## src/common/zports_defs.svh

```systemverilog
/*
 * low address byte of each internal port and the idle bus value,
 * included by the decoder, the read mux and the testbench
 */
`ifndef ZPORTS_DEFS_SVH
`define ZPORTS_DEFS_SVH

////////////////////////////////////////
// port numbers, low address byte
////////////////////////////////////////

`define ZP_PORT_FE     8'hFE // alu operand hi byte
`define ZP_PORT_F6     8'hF6 // alu operand lo byte
`define ZP_PORT_FD     8'hFD // 7FFD paging, FFFD/BFFD go to the sound chip
`define ZP_PORT_F7     8'hF7 // EFF7 paging

// input devices
`define ZP_PORT_KJOY   8'h1F // joystick, normal mode only
`define ZP_PORT_MOUSE  8'hDF // mouse

// sd card, z-controller layout
`define ZP_PORT_SDCFG  8'h77 // chip select, normal mode only
`define ZP_PORT_SDDAT  8'h57 // data, also cfg in shadow with a15 set

// evo config
`define ZP_PORT_ZXBF   8'hBF // shadow enable, rom write enable
`define ZP_PORT_ZXBE   8'hBE // readback by a[11:8]

////////////////////////////////////////
// bus values
////////////////////////////////////////

// pulled-up bus, read from any unmapped port
`define ZP_IDLE_BYTE   8'hFF

`endif

```

## src/common/zports_pkg.sv

```systemverilog
/*
 * shared types of the I/O port block: data byte, pager readback vector
 * and the port select produced by the address decoder
 */
package zports_pkg;

	// one Z80 data byte
	typedef logic [7:0] byte_t;

	// eight page bytes from the memory pager, byte 0 in bits 7..0
	typedef logic [63:0] pages_t;

	////////////////////////////////////////
	// port select
	////////////////////////////////////////

	// which internal port the low address byte hits,
	// already filtered by the shadow rules
	typedef enum logic [3:0] {
		ps_none  = 4'd0,  // no internal port
		ps_fe    = 4'd1,  // operand hi / alu_src
		ps_f6    = 4'd2,  // operand lo / alu_arg
		ps_fd    = 4'd3,  // 7FFD family
		ps_f7    = 4'd4,  // EFF7 family
		ps_kjoy  = 4'd5,  // kempston joystick
		ps_mouse = 4'd6,  // kempston mouse
		ps_sdcfg = 4'd7,  // sd config
		ps_sddat = 4'd8,  // sd data
		ps_zxbf  = 4'd9,  // config flags
		ps_zxbe  = 4'd10  // config readback
	} port_sel_e;

endpackage

```

## src/io_strobe.sv

```systemverilog
/*
 * one-cycle write and read pulses from the Z80 I/O strobes,
 * one pulse per bus cycle on its leading edge
 */
module io_strobe
(
	input  logic zclk,
	input  logic rst_n,
	input  logic iorq_n,
	input  logic rd_n,
	input  logic wr_n,
	output logic port_wr,
	output logic port_rd
);

	logic iowr_now; // write cycle active
	logic iord_now;
	logic iowr_reg; // level seen on the last edge
	logic iord_reg;

	assign iowr_now = ~(iorq_n | wr_n);
	assign iord_now = ~(iorq_n | rd_n);

	always_ff @(posedge zclk or negedge rst_n)
	begin
		if (!rst_n)
		begin
			iowr_reg <= 1'b0;
			iord_reg <= 1'b0;
			port_wr  <= 1'b0;
			port_rd  <= 1'b0;
		end
		else
		begin
			iowr_reg <= iowr_now;
			iord_reg <= iord_now;
			port_wr  <= iowr_now & ~iowr_reg; // rising edge of the write cycle
			port_rd  <= iord_now & ~iord_reg;
		end
	end

endmodule

```

## src/port_decode.sv

```systemverilog
/*
 * low address byte decode into a port select, with the shadow rules;
 * also drives porthit for the bus and the Z80 data drive enable
 */
`include "zports_defs.svh"

module port_decode
(
	input  logic [15:0]              a,
	input  logic                     iorq_n,
	input  logic                     rd_n,
	input  logic                     shadow,
	output zports_pkg::port_sel_e    port_sel,
	output logic                     porthit,
	output logic                     dataout
);

	zports_pkg::byte_t loa; // low address byte
	logic external_port;    // hit, but another chip drives the data

	assign loa = a[7:0];

	////////////////////////////////////////
	// port table
	////////////////////////////////////////

	always_comb
	begin
		port_sel = zports_pkg::ps_none;
		case (loa)
			`ZP_PORT_FE:
				port_sel = zports_pkg::ps_fe;
			`ZP_PORT_F6:
				port_sel = zports_pkg::ps_f6;
			`ZP_PORT_FD:
				port_sel = zports_pkg::ps_fd;
			`ZP_PORT_F7:
				// xEF7 outside shadow, xEE7 style (a8 clear) inside
				if (a[8] != shadow)
					port_sel = zports_pkg::ps_f7;
			`ZP_PORT_KJOY:
				if (!shadow) // 1F belongs to the fdc in shadow mode
					port_sel = zports_pkg::ps_kjoy;
			`ZP_PORT_MOUSE:
				port_sel = zports_pkg::ps_mouse;
			`ZP_PORT_SDCFG:
				if (!shadow)
					port_sel = zports_pkg::ps_sdcfg;
			`ZP_PORT_SDDAT:
				port_sel = zports_pkg::ps_sddat; // both modes
			`ZP_PORT_ZXBF:
				port_sel = zports_pkg::ps_zxbf;
			`ZP_PORT_ZXBE:
				port_sel = zports_pkg::ps_zxbe;
			default:
				port_sel = zports_pkg::ps_none;
		endcase
	end

	assign porthit = (port_sel != zports_pkg::ps_none);

	// FFFD is read from the sound chip, not from us
	assign external_port = (port_sel == zports_pkg::ps_fd) && (a[15:14] == 2'b11);

	// drive the Z80 bus only during a read of our own port
	assign dataout = porthit & ~iorq_n & ~rd_n & ~external_port;

endmodule

```

## src/paging/paging_regs.sv

```systemverilog
/*
 * 7FFD and EFF7 paging registers with the 48K and 1-meg locks;
 * raw values go to readback, masked values to the pager
 */
module paging_regs
(
	input  logic                  zclk,
	input  logic                  rst_n,
	input  logic [15:0]           a,
	input  zports_pkg::byte_t     din,
	input  logic                  shadow,
	input  zports_pkg::port_sel_e port_sel,
	input  logic                  port_wr,
	output zports_pkg::byte_t     p7ffd,
	output zports_pkg::byte_t     peff7,
	output zports_pkg::byte_t     p7ffd_raw,
	output zports_pkg::byte_t     peff7_raw,
	output logic [5:0]            pent1m_page,
	output logic                  pent1m_rom,
	output logic                  pent1m_1m_on,
	output logic                  pent1m_ram0_0
);

	logic block1m;   // eff7 bit 2, 128K-compatible mode
	logic block7ffd; // 48K lock
	logic p7ffd_wr;
	logic peff7_wr;

	assign block1m   = peff7_raw[2];
	assign block7ffd = p7ffd_raw[5] & block1m;

	// 7FFD: a15 must be clear, FFFD/BFFD are the sound chip
	assign p7ffd_wr = port_wr && (port_sel == zports_pkg::ps_fd) && !a[15] && !block7ffd;

	// EFF7: never in shadow mode, a12 clear
	assign peff7_wr = port_wr && (port_sel == zports_pkg::ps_f7) && !shadow && !a[12];

	always_ff @(posedge zclk or negedge rst_n)
	begin
		if (!rst_n)
		begin
			p7ffd_raw <= 8'h00; // rom bit too
			peff7_raw <= 8'h00;
		end
		else
		begin
			if (p7ffd_wr)
				p7ffd_raw <= din; // 2..0 page, 3 screen, 4 rom, 5 lock, 7..6 1M page
			if (peff7_wr)
				peff7_raw <= din; // 2 block1m, 3 ram0 at 0000
		end
	end

	////////////////////////////////////////
	// masked outputs
	////////////////////////////////////////

	assign p7ffd = block1m ? {3'b000, p7ffd_raw[4:0]} : p7ffd_raw; // no hi page bits
	assign peff7 = block1m ?
		{peff7_raw[7], 1'b0, peff7_raw[5:4], 3'b000, peff7_raw[0]} : peff7_raw;

	assign pent1m_rom    = p7ffd_raw[4];
	assign pent1m_page   = {p7ffd_raw[7:5], p7ffd_raw[2:0]}; // full 1M page
	assign pent1m_1m_on  = ~peff7_raw[2];
	assign pent1m_ram0_0 = peff7_raw[3];

endmodule

```

## src/sd_ctrl.sv

```systemverilog
/*
 * sd card port logic: chip select register, one-cycle spi start
 * and the byte handed to the spi shifter
 */
module sd_ctrl
(
	input  logic                  zclk,
	input  logic                  rst_n,
	input  logic [15:0]           a,
	input  zports_pkg::byte_t     din,
	input  logic                  wr_n,
	input  logic                  shadow,
	input  zports_pkg::port_sel_e port_sel,
	input  logic                  port_wr,
	input  logic                  port_rd,
	output logic                  sdcs_n,
	output logic                  sd_start,
	output zports_pkg::byte_t     sd_datain
);

	logic cfg_wr;  // chip select write
	logic dat_acc; // any data access, kicks the shifter
	logic is_dat;
	logic dat_cfg; // 57 acting as cfg, shadow with a15 set

	assign is_dat  = (port_sel == zports_pkg::ps_sddat);
	assign dat_cfg = is_dat && shadow && a[15];

	assign cfg_wr  = port_wr && ((port_sel == zports_pkg::ps_sdcfg) || dat_cfg);
	assign dat_acc = (port_wr && is_dat && !dat_cfg) || (port_rd && is_dat);

	always_ff @(posedge zclk or negedge rst_n)
	begin
		if (!rst_n)
		begin
			sdcs_n   <= 1'b1; // card deselected
			sd_start <= 1'b0;
		end
		else
		begin
			if (cfg_wr)
				sdcs_n <= din[1];
			sd_start <= dat_acc; // one cycle after the port pulse
		end
	end

	// reads shift out all ones
	assign sd_datain = wr_n ? 8'hFF : din;

endmodule

```

## src/config_regs.sv

```systemverilog
/*
 * port BF flags (shadow enable, rom write enable), the resulting
 * shadow mode, and the FE/F6 operand registers of the alu
 */
module config_regs
(
	input  logic                  zclk,
	input  logic                  rst_n,
	input  logic [15:0]           a,
	input  zports_pkg::byte_t     din,
	input  logic                  dos,
	input  zports_pkg::port_sel_e port_sel,
	input  logic                  port_wr,
	output logic                  shadow,
	output logic                  romrw_en,
	output zports_pkg::byte_t     cfg_flags,
	output logic [15:0]           alu_src,
	output logic [15:0]           alu_arg
);

	logic shadow_en; // bf bit 0

	always_ff @(posedge zclk or negedge rst_n)
	begin
		if (!rst_n)
		begin
			shadow_en <= 1'b0;
			romrw_en  <= 1'b0;
			alu_src   <= 16'h0000;
			alu_arg   <= 16'h0000;
		end
		else if (port_wr)
		begin
			// only one select can be active per pulse
			if (port_sel == zports_pkg::ps_zxbf)
			begin
				shadow_en <= din[0];
				romrw_en  <= din[1];
			end
			if (port_sel == zports_pkg::ps_fe)
				alu_src <= {a[15:8], din}; // hi byte rides on the address
			if (port_sel == zports_pkg::ps_f6)
				alu_arg <= {a[15:8], din};
		end
	end

	// shadow ports on in dos or by request
	assign shadow = dos | shadow_en;

	// readback layout of port BF
	assign cfg_flags = {6'b000000, romrw_en, shadow_en};

endmodule

```

## src/read_mux.sv

```systemverilog
/*
 * byte driven to the Z80 on internal port reads,
 * selected by the decoded port; BE readback indexed by a[11:8]
 */
`include "zports_defs.svh"

module read_mux
(
	input  logic [15:0]           a,
	input  logic                  shadow,
	input  zports_pkg::port_sel_e port_sel,
	input  logic [15:0]           alu_in,
	input  logic [4:0]            kj_in,
	input  zports_pkg::byte_t     mus_in,
	input  zports_pkg::byte_t     sd_dataout,
	input  zports_pkg::byte_t     cfg_flags,
	input  zports_pkg::pages_t    pages,
	input  zports_pkg::byte_t     ramnroms,
	input  zports_pkg::byte_t     dos7ffds,
	input  zports_pkg::byte_t     p7ffd_raw,
	input  zports_pkg::byte_t     peff7_raw,
	output zports_pkg::byte_t     dout
);

	zports_pkg::byte_t be_mux; // port BE readback

	////////////////////////////////////////
	// BE readback
	////////////////////////////////////////

	always_comb
	begin
		case (a[11:8])
			4'h0, 4'h1, 4'h2, 4'h3, 4'h4, 4'h5, 4'h6, 4'h7:
				be_mux = pages[{a[10:8], 3'b000} +: 8]; // pager windows
			4'h8:
				be_mux = ramnroms;
			4'h9:
				be_mux = dos7ffds;
			4'hA:
				be_mux = p7ffd_raw; // unmasked
			4'hB:
				be_mux = peff7_raw;
			default:
				be_mux = `ZP_IDLE_BYTE;
		endcase
	end

	always_comb
	begin
		case (port_sel)
			zports_pkg::ps_fe:
				dout = alu_in[15:8];
			zports_pkg::ps_f6:
				dout = alu_in[7:0];
			zports_pkg::ps_kjoy:
				dout = {3'b000, kj_in}; // zero fill
			zports_pkg::ps_mouse:
				dout = mus_in;
			zports_pkg::ps_sdcfg:
				dout = 8'h00; // card present, not write protected
			zports_pkg::ps_sddat:
				dout = sd_dataout;
			zports_pkg::ps_zxbf:
				dout = cfg_flags;
			zports_pkg::ps_zxbe:
				dout = be_mux;
			default:
				dout = `ZP_IDLE_BYTE;
		endcase
	end

endmodule

```

## src/zports_top.sv

```systemverilog
/*
 * Z80 I/O port block top level: strobe pulses, decode,
 * config, paging and sd registers, read data mux
 */
module zports_top
(
	input  logic                  zclk,
	input  logic                  rst_n,
	input  logic [15:0]           a,
	input  zports_pkg::byte_t     din,
	input  logic                  iorq_n,
	input  logic                  rd_n,
	input  logic                  wr_n,
	input  logic                  dos,
	input  logic [4:0]            kj_in,
	input  zports_pkg::byte_t     mus_in,
	input  zports_pkg::byte_t     sd_dataout,
	input  logic [15:0]           alu_in,
	input  zports_pkg::pages_t    pages,
	input  zports_pkg::byte_t     ramnroms,
	input  zports_pkg::byte_t     dos7ffds,
	output zports_pkg::byte_t     dout,
	output logic                  dataout,
	output logic                  porthit,
	output zports_pkg::byte_t     p7ffd,
	output zports_pkg::byte_t     peff7,
	output logic [5:0]            pent1m_page,
	output logic                  pent1m_rom,
	output logic                  pent1m_1m_on,
	output logic                  pent1m_ram0_0,
	output logic                  romrw_en,
	output logic                  sdcs_n,
	output logic                  sd_start,
	output zports_pkg::byte_t     sd_datain,
	output logic [15:0]           alu_src,
	output logic [15:0]           alu_arg
);

	logic                  port_wr;   // one-cycle pulses
	logic                  port_rd;
	logic                  shadow;
	zports_pkg::port_sel_e port_sel;
	zports_pkg::byte_t     cfg_flags;
	zports_pkg::byte_t     p7ffd_raw; // for BE readback
	zports_pkg::byte_t     peff7_raw;

	io_strobe io_strobe_inst (.zclk, .rst_n, .iorq_n, .rd_n, .wr_n, .port_wr, .port_rd);

	port_decode port_decode_inst (.a, .iorq_n, .rd_n, .shadow, .port_sel, .porthit, .dataout);

	config_regs config_regs_inst (.zclk, .rst_n, .a, .din, .dos, .port_sel, .port_wr,
		.shadow, .romrw_en, .cfg_flags, .alu_src, .alu_arg);

	paging_regs paging_regs_inst (.zclk, .rst_n, .a, .din, .shadow, .port_sel, .port_wr,
		.p7ffd, .peff7, .p7ffd_raw, .peff7_raw,
		.pent1m_page, .pent1m_rom, .pent1m_1m_on, .pent1m_ram0_0);

	sd_ctrl sd_ctrl_inst (.zclk, .rst_n, .a, .din, .wr_n, .shadow, .port_sel,
		.port_wr, .port_rd, .sdcs_n, .sd_start, .sd_datain);

	read_mux read_mux_inst (.a, .shadow, .port_sel, .alu_in, .kj_in, .mus_in, .sd_dataout,
		.cfg_flags, .pages, .ramnroms, .dos7ffds, .p7ffd_raw, .peff7_raw, .dout);

endmodule

```

## config.mk

```make
export PLATFORM = sky130hd
export DESIGN_NAME = zports_top
export DESIGN_NICKNAME = d
export VERILOG_FILES = /design/src/common/zports_pkg.sv /design/src/io_strobe.sv /design/src/port_decode.sv /design/src/paging/paging_regs.sv /design/src/sd_ctrl.sv /design/src/config_regs.sv /design/src/read_mux.sv /design/src/zports_top.sv
export VERILOG_INCLUDE_DIRS = /design/src /design/src/common
export SDC_FILE = /design/constraint.sdc
export NUM_CORES = 1
export LEC_CHECK = 0
export BUFFER_PORTS_ARGS = -buffer_cell sky130_fd_sc_hd__clkbuf_2
export CELL_PAD_IN_SITES_DETAIL_PLACEMENT = 0
export CELL_PAD_IN_SITES_GLOBAL_PLACEMENT = 1
export CORE_UTILIZATION = 34
export DETAILED_ROUTE_END_ITERATION = 10
export GPL_TIMING_DRIVEN = 0
export PLACE_DENSITY = 0.8
export SYNTH_ARGS = -nofsm -noshare
export SYNTH_HDL_FRONTEND = slang
export SYNTH_HIERARCHICAL = 1
export SYNTH_SLANG_ARGS = --single-unit
```

## constraint.sdc

```tcl
create_clock -name zclk -period 4.5 [get_ports zclk]
set_input_delay 0.9 -clock zclk [delete_from_list [all_inputs] [get_ports zclk]]
set_output_delay 0.9 -clock zclk [all_outputs]
set_load 0.05 [all_outputs]
```

# --- Word-level counts from Yosys, hierarchy flattened ---
# Cells that the tools add are included.
word_totals:
  inputBits: 147
  elab_cells: 98
  ff_bits: 56
  out_inout_bits: 78
op_classes:
  n_mux: 9
  reduce_logical: 26
  n_shift: 1
  n_eq_ne: 33
  bitwise: 17
op_table:
  columns: ["operator", "count"]
  rows:
  - ["8-bit one-hot mux with 8 select lines", 1]
  - ["64-bit by 7-bit variable part select with 8-bit output", 1]
  - ["8-bit == test, second input constant", 7]
  - ["4-bit one-hot mux with 10 select lines", 1]
  - ["8-bit one-hot mux with 5 select lines", 1]
  - ["4-bit by 3-bit == test with 1-bit output, second input constant", 8]
  - ["4-bit == test, second input constant", 7]
  - ["4-bit by 2-bit == test with 1-bit output, second input constant", 4]
  - ["8-bit by 7-bit == test with 1-bit output, second input constant", 2]
  - ["8-bit 2-to-1 mux", 2]
  - ["1-bit logical AND", 13]
  - ["3-bit 2-to-1 mux", 3]
  - ["4-bit by 1-bit == test with 1-bit output, second input constant", 2]
  - ["8-bit by 5-bit == test with 1-bit output, second input constant", 1]
  - ["1-bit NOT", 8]
  - ["8-bit OR reduction", 1]
  - ["7-bit 2-to-1 mux", 1]
  - ["1-bit AND", 6]
  - ["2-bit AND reduction", 3]
  - ["1-bit logical NOT", 5]
  - ["4-bit logical NOT", 1]
  - ["4-bit nonzero test", 1]
  - ["1-bit OR", 3]
  - ["2-bit == test, second input constant", 1]
  - ["other kinds (2)", 3]

# --- Logic depth before layout (Yosys ltp) ---
# Gate-level depths: netlist (run 1).
depth:
  word_depth: 10
  mapped_depth: 11
  depth_no_buf: 8

# --- Modules after synthesis ---
# Netlist (run 1), hierarchy kept.
by_module_without_submodules:
  columns: ["mod", "n_inst", "seq_area_each_um2", "area_each_um2", "cells_each"]
  rows:
  - ["read_mux", 1, 0.0, 1562.7, 176]
  - ["config_regs", 1, 850.8, 1420.1, 86]
  - ["paging_regs", 1, 400.4, 829.5, 65]
  - ["port_decode", 1, 0.0, 272.8, 35]
  - ["sd_ctrl", 1, 51.3, 167.7, 19]
  - ["io_strobe", 1, 100.1, 122.6, 8]

# --- Least setup slack after synthesis (run 1) ---
# No wires, ideal clock.
synth_path:
  kind: "input to output"
  start: "in a[1]"
  end: "out dout[6]"
  stages: 10
  n_path_buf: 4
  t_arrival_ns: 3.308
  path_slack_ns: 0.292
  path_cell_list: "buf_4 nand4_1 o41ai_2 clkbuf_1 buf_2 buf_2 a2bb2oi_1 o21ai_0 a311oi_1 nand4b_1"
synth_via:
  elab_chain_len: 4
  word_cells_on_any_way: 20
  cone_classes: "eq/ne (18); mux (2)"
synth_rtl:
  columns: ["item", "line", "source"]
  rows:
  - ["start, declared", "zports_top.sv:9", "input logic [15:0] a,"]
  - ["8-bit == test (tied with other cells)", "port_decode.sv:30", "case (loa)"]
  - ["4-bit one-hot mux with 10 select lines (*)", "port_decode.sv:30", null]
  - ["net port_sel[3]", "zports_top.sv:42", "zports_pkg::port_sel_e port_sel;"]
  - ["4-bit == test (tied with other cells)", "read_mux.sv:51", "case (port_sel)"]
  - ["8-bit one-hot mux with 8 select lines (*)", "read_mux.sv:51", null]
  - ["end, declared", "zports_top.sv:22", "output zports_pkg::byte_t dout,"]
# Mark *: on every way through the listed nets, which the timed path passes. The rest lies on a longest branch.

# --- Final worst setup path (run 1) ---
layout_path:
  start: "in dos"
  end: "out dout[1]"
layout_via:
  word_cells_on_any_way: 15
  cone_classes: "eq/ne (9); mux (5); bitwise (1)"
layout_rtl:
  columns: ["item", "line", "source"]
  rows:
  - ["start, declared", "zports_top.sv:14", "input logic dos,"]
  - ["1-bit OR (*)", "config_regs.sv:48", "assign shadow = dos | shadow_en;"]
  - ["net shadow", "zports_top.sv:41", "logic shadow;"]
  - ["3-bit 2-to-1 mux (on tied branches)", "port_decode.sv:47, port_decode.sv:42", null]
  - ["4-bit one-hot mux with 10 select lines (*)", "port_decode.sv:30", null]
  - ["net port_sel[0]", "zports_top.sv:42", null]
  - ["4-bit == test (tied with other cells)", "read_mux.sv:51", null]
  - ["8-bit one-hot mux with 8 select lines (*)", "read_mux.sv:51", null]
# Marks and branches as above.

==> results of run 1 <==
[cell type report]
| class | instances | area [um^2] | area share |
|---|---|---|---|
| plain buffers | 51 | 385.4 | 0.06479 |
| clock buffers | 6 | 138.9 | 0.02335 |
| clock inverters | 2 | 13.76 | 0.002314 |
| inverters | 6 | 26.28 | 0.004417 |
| multi-input cells | 281 | 2635 | 0.4430 |
| flip-flops and latches | 56 | 1403 | 0.2358 |
| well taps | 172 | 215.2 | 0.03618 |
| repair buffers | 224 | 1131 | 0.1902 |
[Yosys cell counts (2+ instances only)]
library cell,number,area share
buf_4,33,0.057
mux2i_1,9,0.021
o211ai_1,6,0.010
a221oi_1,2,0.0040
nand4b_1,2,0.0040
nor3_2,2,0.0046
o221ai_1,2,0.0040
buf_12,2,0.0092
and4b_1,2,0.0046
inv_1,4,0.0034
mux4_1,15,0.090
o21ai_0,12,0.014
nor4bb_1,3,0.0069
nand3b_1,5,0.0086
nor3_1,3,0.0034
buf_2,5,0.0057
a211oi_1,3,0.0051
nor2b_1,16,0.023
a21oi_1,11,0.013
nand2_1,15,0.013
nand2b_1,6,0.0086
or2_2,8,0.011
mux2_2,44,0.11
nand3_1,11,0.013
dfrtp_1,55,0.31
clkbuf_1,7,0.0060
a31oi_1,6,0.0086
xor2_1,3,0.0060
mux4_2,5,0.026
mux2_4,11,0.038
nor3b_1,3,0.0051
a2bb2oi_1,3,0.0060
clkinv_1,2,0.0017
nor2_1,16,0.014
o211a_1,2,0.0046
o22ai_2,2,0.0057
nand4_1,4,0.0057
o2111ai_1,2,0.0040
and4_1,3,0.0060
conb_1,2,0.0017
a211o_1,2,0.0040
buf_6,4,0.010
and2_1,2,0.0029
[cells by family after synthesis]
kind of cell | Yosys count
other | 2
buffers and inverters | 57
AO/OA/AOI/OAI | 72
AND/OR/NAND/NOR | 114
flip-flops | 56
XOR/XNOR | 3
multiplexers | 85
[routing by layer]
metal  track usage  share of wire
met1        0.2833           0.43
met2        0.3605           0.49
met3       0.04341          0.069
met4       0.05887          0.016
met5             0        0.00077
[per-stage QoR]
step / cells / hold WS [ps] / setup slack, ps
after floorplan: 394 / 383.0 / 291.7
after global placement: 787 / 395.3 / -302.0
after detailed placement: 787 / 414.6 / -355.2
after CTS: 795 / 421.3 / 39.56
after global routing: 798 / 434.0 / -12.59
final: 798 / 415.3 / 137.1
[power by group]
part           internal (mW)  switching, mW
Clock                  0.223          0.184
Sequential             0.531         0.0167
Combinational          0.153          0.241
[worst max-delay path, stage by stage]
cell and delay (ps):
clkbuf_2 80, or2_2 340, nor2_1 170, o211ai_1 230, nand2b_4 250, buf_2 290
clkinvlp_4 260, a21oi_1 190, o22ai_1 100, a2111o_1 400, clkbuf_2 250
[how the worst max path moves through the flow]
| stage | startpoint | endpoint | slack, ps | cells after the start |
|---|---|---|---|---|
| global placement | a[0] | dout[2] | -300 | 10 |
| floorplan | a[1] | dout[6] | 290 | 10 |
| finish | dos | dout[1] | 140 | 11 |
| global route | a[0] | dout[3] | -10 | 12 |
| detailed placement | a[0] | dout[2] | -360 | 10 |
| CTS | a[3] | dout[6] | 40 | 11 |
[repair_timing]
item                       4_1_cts  5_1_grt
gates resized for setup          6        5
setup buffers                    0        3
setup endpoints to repair        7        7
pin swaps                        1        3
cloned                           0        0
==> impl_results.md, run 1 <==
- Hold_buf cts: 0
- DR vias/cell: 5.157
- Setup violations, final: 0
- Root buffer cell: clkbuf_16
- Max Slew Vio Count: 0
- CP Capture Type: output pin
- Commonest non-fill, non-tap cell in the layout: clkbuf_2
- Main combinational cell family by area after synthesis: multiplexers
- Layout fillers: ~1,200
- Io pins: 225
- Register-to-register setup slack: 1650 ps
- Unrepaired setup endpoints after global routing: true
- Status: finished, final reports clean
- Hold crit path type: reg2reg
- Core Box Area: 12,570 um^2
- Critical path class: in2out
- Pwr dens: 226.7 nW/um^2
- Final worst-path cycle share: 0.9695
- Drt pass-1 iters: 6
- Clk Latency, worst-skew pair: 300 ps
- Fraction of synthesized area in multiplexers: 0.2900
- Mapped cell area: approximately 4400 um^2
- Mapped Cells: 389
- H-tree depth: 2
- Compound-gate portion of the synthesized area: 0.1235
- Vias: ~4,100
- CTS Buf Count: 5
- Largest registers: config_regs_inst/alu_arg (16), config_regs_inst/alu_src (16)
- Critical Path RT: ~3600 ps
- # Max-Cap Violations: 0
- Final Instance Area: 5948 um^2
- TNS Setup: 0 ps
- Final core occ: 0.4733
- Design Power: 1.349 mW
- Max VDD drop: 0.2632 mV
- # DRC: 0
- Adder-Cell Fraction of Synth Area: 0
- Share of cells above drive strength 1: 0.5863
- Sequential fraction of the synthesis area: 0.3206
- Most frequent cells in the layout: clkbuf_2 (221), dfrtp_1 (55), mux2_2 (44)
- Fmax: 229.2 MHz
- Vias in the first global route: 4,055
- Ant. Diodes: 0
- DIE AREA: 13,330 um^2
- Vert. Die Dim: 115.4 um
- Crit path max fanout: 15
- Syn avg cell area: 11.25 um^2
- CP Launch Type: input pin
- Largest net degree at the start of global routing: 57
- Yosys warnings: 6
- GPL Wtd Cong: between 0.8 and 0.9
- Initial antenna violation count: 1
- Reg-to-reg endpoint: config_regs_inst/alu_src[2]
- PortBufs: 221
- Post-synthesis xor/xnor area fraction: 0.006005
- Hold path endpoint: io_strobe_inst/port_wr
- CTS tree: built
- Worst hold path cell count: 1
- GR Overflow Total: 0
- WL/cell: 17.96 um
- Fin. Hold Viols: 0
- Clock buffer depth: 2
- Register-to-Register Path Depth: 8
- Leakage: 3.093 nW
- Antenna Nets Post-Route: 0
- Post-synth top flop: dfrtp_1
- Clock-pin slew on the worst setup and hold paths: 70 ps
- Final net count: 772
- Total Routing Usage GR: 0.2155
- Rel. slew slack: 0.5008
- First-pass GRT wire length: 21.87 mm
- Placed inst area: approximately 5700 um^2
- Hold path startpoint: io_strobe_inst/iowr_reg
- Clk sinks: 56
- DP HPWL: 11.45 mm
- Total Wirelength: 14.34 mm
- Async SR Flop Fraction: 1.000
- Area growth syn-to-layout: 35.94%
- Tmin final: 4363 ps
- Reg2reg start: config_regs_inst/shadow_en
- Actual slew at the worst max-slew pin: 738.8 ps
- Starting density of the core: 0.3481
- Worst EP arrival: 3460 ps
- Simple-Gate Fraction of Synth Area: 0.1653
- Count of cell types in the netlist: between 70 and 80
- Die Wd: 115.4 um
- Seq cells post-synth: 56
- Row count: 41
- Clk_skew: 5.652 ps
- EDFF count, synth: 0
- Initial DRC Count: 208
No activity file was read; power rests on OpenSTA's default activity.
==> inputs of run 2 (changes only) <==
--- a/config.mk
+++ b/config.mk
@@ -11,7 +11,7 @@
 export CELL_PAD_IN_SITES_GLOBAL_PLACEMENT = 1
 export CORE_UTILIZATION = 34
 export DETAILED_ROUTE_END_ITERATION = 10
-export GPL_TIMING_DRIVEN = 0
+export GPL_TIMING_DRIVEN = 1
 export PLACE_DENSITY = 0.8
 export SYNTH_ARGS = -nofsm -noshare
 export SYNTH_HDL_FRONTEND = slang
==> run 2 against run 1 <==
Against the previous run:
- power decreased by 0.43%
- register-to-register slack improved by 190 ps
- cell area decreased by 3.6%
- sequential power about the same
- hold slack got worse by 15 ps
- critical endpoint unchanged
- highest routed layer is now met4
==> impl_results.md, run 2 (synthesized netlist as in run 1, its figures left out) <==
- Critical path class: in2out
- Largest registers: config_regs_inst/alu_arg (16), config_regs_inst/alu_src (16)
- Share of cells above drive strength 1: 0.5629 (-0.02334)
- Fmax: 240.8 MHz (+5.0%)
- Clk sinks: 56 (unchanged)
- Total Routing Usage GR: 0.2037 (-0.01186)
- CTS Buf Count: 5 (unchanged)
- Leakage: 2.934 nW (-5.2%)
- Antenna Nets Post-Route: 0 (unchanged)
- # DRC: 0 (unchanged)
- GR Overflow Total: 0 (unchanged)
- Reg2reg start: config_regs_inst/shadow_en
- Layout fillers: 1,183 (-2.6%)
- Fin. Hold Viols: 0 (unchanged)
- Hold path startpoint: io_strobe_inst/iord_reg
- Place WS: 386.8 ps (+742.0 ps)
- Drt pass-1 iters: 5 (-1)
- CP Capture Type: output pin
- Die Wd: 115.4 um (unchanged)
- Clock-pin slew on the worst setup and hold paths: 80 ps (about the same)
- Starting density of the core: 0.3481 (unchanged)
- Unrepaired setup endpoints after global routing: false
- Rel. slew slack: 0.5038 (+0.003044)
- Final worst-path cycle share: 0.9229 (-0.04661)
- Critical Path RT: 3600 ps (about the same)
- Vias in the first global route: 3,836 (-5.4%)
- Vias: 3,967 (-3.6%)
- # Max-Cap Violations: 0 (unchanged)
- Design Power: 1.343 mW (-0.43%)
- Total Wirelength: 13.83 mm (-3.5%)
- Hold_buf cts: 0 (unchanged)
- Multi-input logic area: 2603 um^2 (-1.2%)
- Max VDD drop: 0.2724 mV (+3.5%)
- DP HPWL: 10.88 mm (-5.0%)
- Worst hold path cell count: 1 (unchanged)
- Max Slew Vio Count: 0 (unchanged)
- Clk Latency, worst-skew pair: 300 ps (about the same)
- Hold path endpoint: io_strobe_inst/port_rd
- Clk pwr share: 0.302 (about the same)
- Core Box Area: 12,570 um^2 (unchanged)
- Tmin final: 4153 ps (-209.7 ps)
- GPL Wtd Cong: 0.8088 (-2.1%)
- Final net count: 734 (-4.9%)
- Ant. Diodes: 0 (unchanged)
- Setup Fix Bufs, Post-CTS: 0 (unchanged)
- Int Power: 0.8931 mW (-1.5%)
- Largest net degree at the start of global routing: 43 (-25%)
- Initial DRC Count: 281 (+35%)
- Initial antenna violation count: 0 (-1)
- Final core occ: 0.4564 (-0.01682)
- Post-CTS resize count: 0 (-6)
- Status: finished, final reports clean
- Comb pwr share: 0.290 (-0.002)
- PortBufs: 223 (+0.90%)
- TNS Setup: 0 ps (unchanged)
- Actual slew at the worst max-slew pin: 744.3 ps (+5.506 ps)
- Hold crit path type: reg2reg
- DIE AREA: 13,330 um^2 (unchanged)
- Row count: 41 (unchanged)
- Root buffer cell: clkbuf_16
- Area growth syn-to-layout: 31.11%
- Pwr dens: 234.1 nW/um^2 (+3.2%)
- Crit path max fanout: 23 (+8)
- Register-to-Register Path Depth: 8 (unchanged)
- Vert. Die Dim: 115.4 um (unchanged)
- CTS tree: built
- H-tree depth: 2 (unchanged)
- CP Launch Type: input pin
- Most frequent cells in the layout: clkbuf_2 (215), dfrtp_1 (55), mux2_2 (44)
- DR vias/cell: 5.220 (+1.2%)
- Sequential Power Share: 0.408 (+0.002)
- Worst EP arrival: 3250 ps (-210 ps)
- Reg-to-reg endpoint: config_regs_inst/alu_arg[14]
- Io pins: 225 (unchanged)
- Commonest non-fill, non-tap cell in the layout: clkbuf_2
- Clk_skew: 9.380 ps (+3.728 ps)
- Seq. cell area: 1403 um^2 (unchanged)
- Psw: 0.4496 mW (+1.8%)
- Final setup margin: 346.8 ps (+209.7 ps)
- Clock buffer depth: 2 (unchanged)
- Setup violations, final: 0 (unchanged)
- WL/cell: 18.20 um (+1.3%)
- Net Sw Frac: 0.3348 (+0.007410)
- Register-to-register setup slack: 1840 ps (+190 ps)
- First-pass GRT wire length: 20.76 mm (-5.0%)
run 2: changes by cell type in the layout (fill, tap and decap cells not counted), moves of 4 or more:
cell | before | now
buf_2 | 5 | 0
clkbuf_2 | 221 | 215
buf_6 | 4 | 0
buf_12 | 2 | 8
buf_4 | 37 | 14
clkbuf_1 | 6 | 0
run 2: metrics by stage:
| stage | instance area [um^2] | hold WS [ps] | cells |
|---|---|---|---|
| 6_report | 5737 | 400.5 | 760 |
| 5_1_grt | 5737 | 421.3 | 760 |
| 4_1_cts | 5737 | 403.5 | 760 |
| 3_5_place_dp | 5584 | 402.6 | 752 |
| 3_3_place_gp | 5584 | 395.8 | 752 |
| 2_1_floorplan | 4394 | 383.0 | 394 |
run 2: worst max-delay path by stage:
stage	from	depth (start not counted)	end
after floorplan	a[1]	10	dout[6]
after global placement	a[1]	10	dout[1]
after detailed placement	a[1]	10	dout[1]
after CTS	a[1]	10	dout[1]
after global routing	dos	11	dout[1]
final	a[7]	10	dout[1]
run 2: area by class of cell:
class	instances	area share
Inverter	6	0.003926
Tap cell	172	0.03751
Sequential cell	56	0.2445
Clock inverter	3	0.004798
Timing Repair Buffer	237	0.2338
Multi-Input combinational cell	281	0.4537
Clock buffer	5	0.02181
run 2: per-layer routing:
layer / share of wire / track usage / vias up
met1: 0.44 / 0.2769 / 1938
li1: - / - / 1854
met2: 0.48 / 0.3309 / 163
met5: 0 / 0 / -
met3: 0.068 / 0.03923 / 12
met4: 0.012 / 0.05541 / 0
run 2: power groups by stage:
stage / clock (mW) / combinational (mW) / sequential (mW)
6_report: 0.405 / 0.389 / 0.548
5_1_grt: 0.431 / 0.414 / 0.551
4_1_cts: 0.412 / 0.393 / 0.548
3_5_place_dp: 0 / 0.392 / 0.557
3_3_place_gp: 0 / 0.389 / 0.556
2_1_floorplan: 0 / 0.153 / 0.646
run 2: critical path: stages:
cell	delay (ps)
clkbuf_2	170
and4_1	230
o2111a_1	250
nand2b_1	180
buf_4	260
clkinv_1	300
a21oi_1	240
o22ai_1	100
a2111o_1	450
buf_12	170
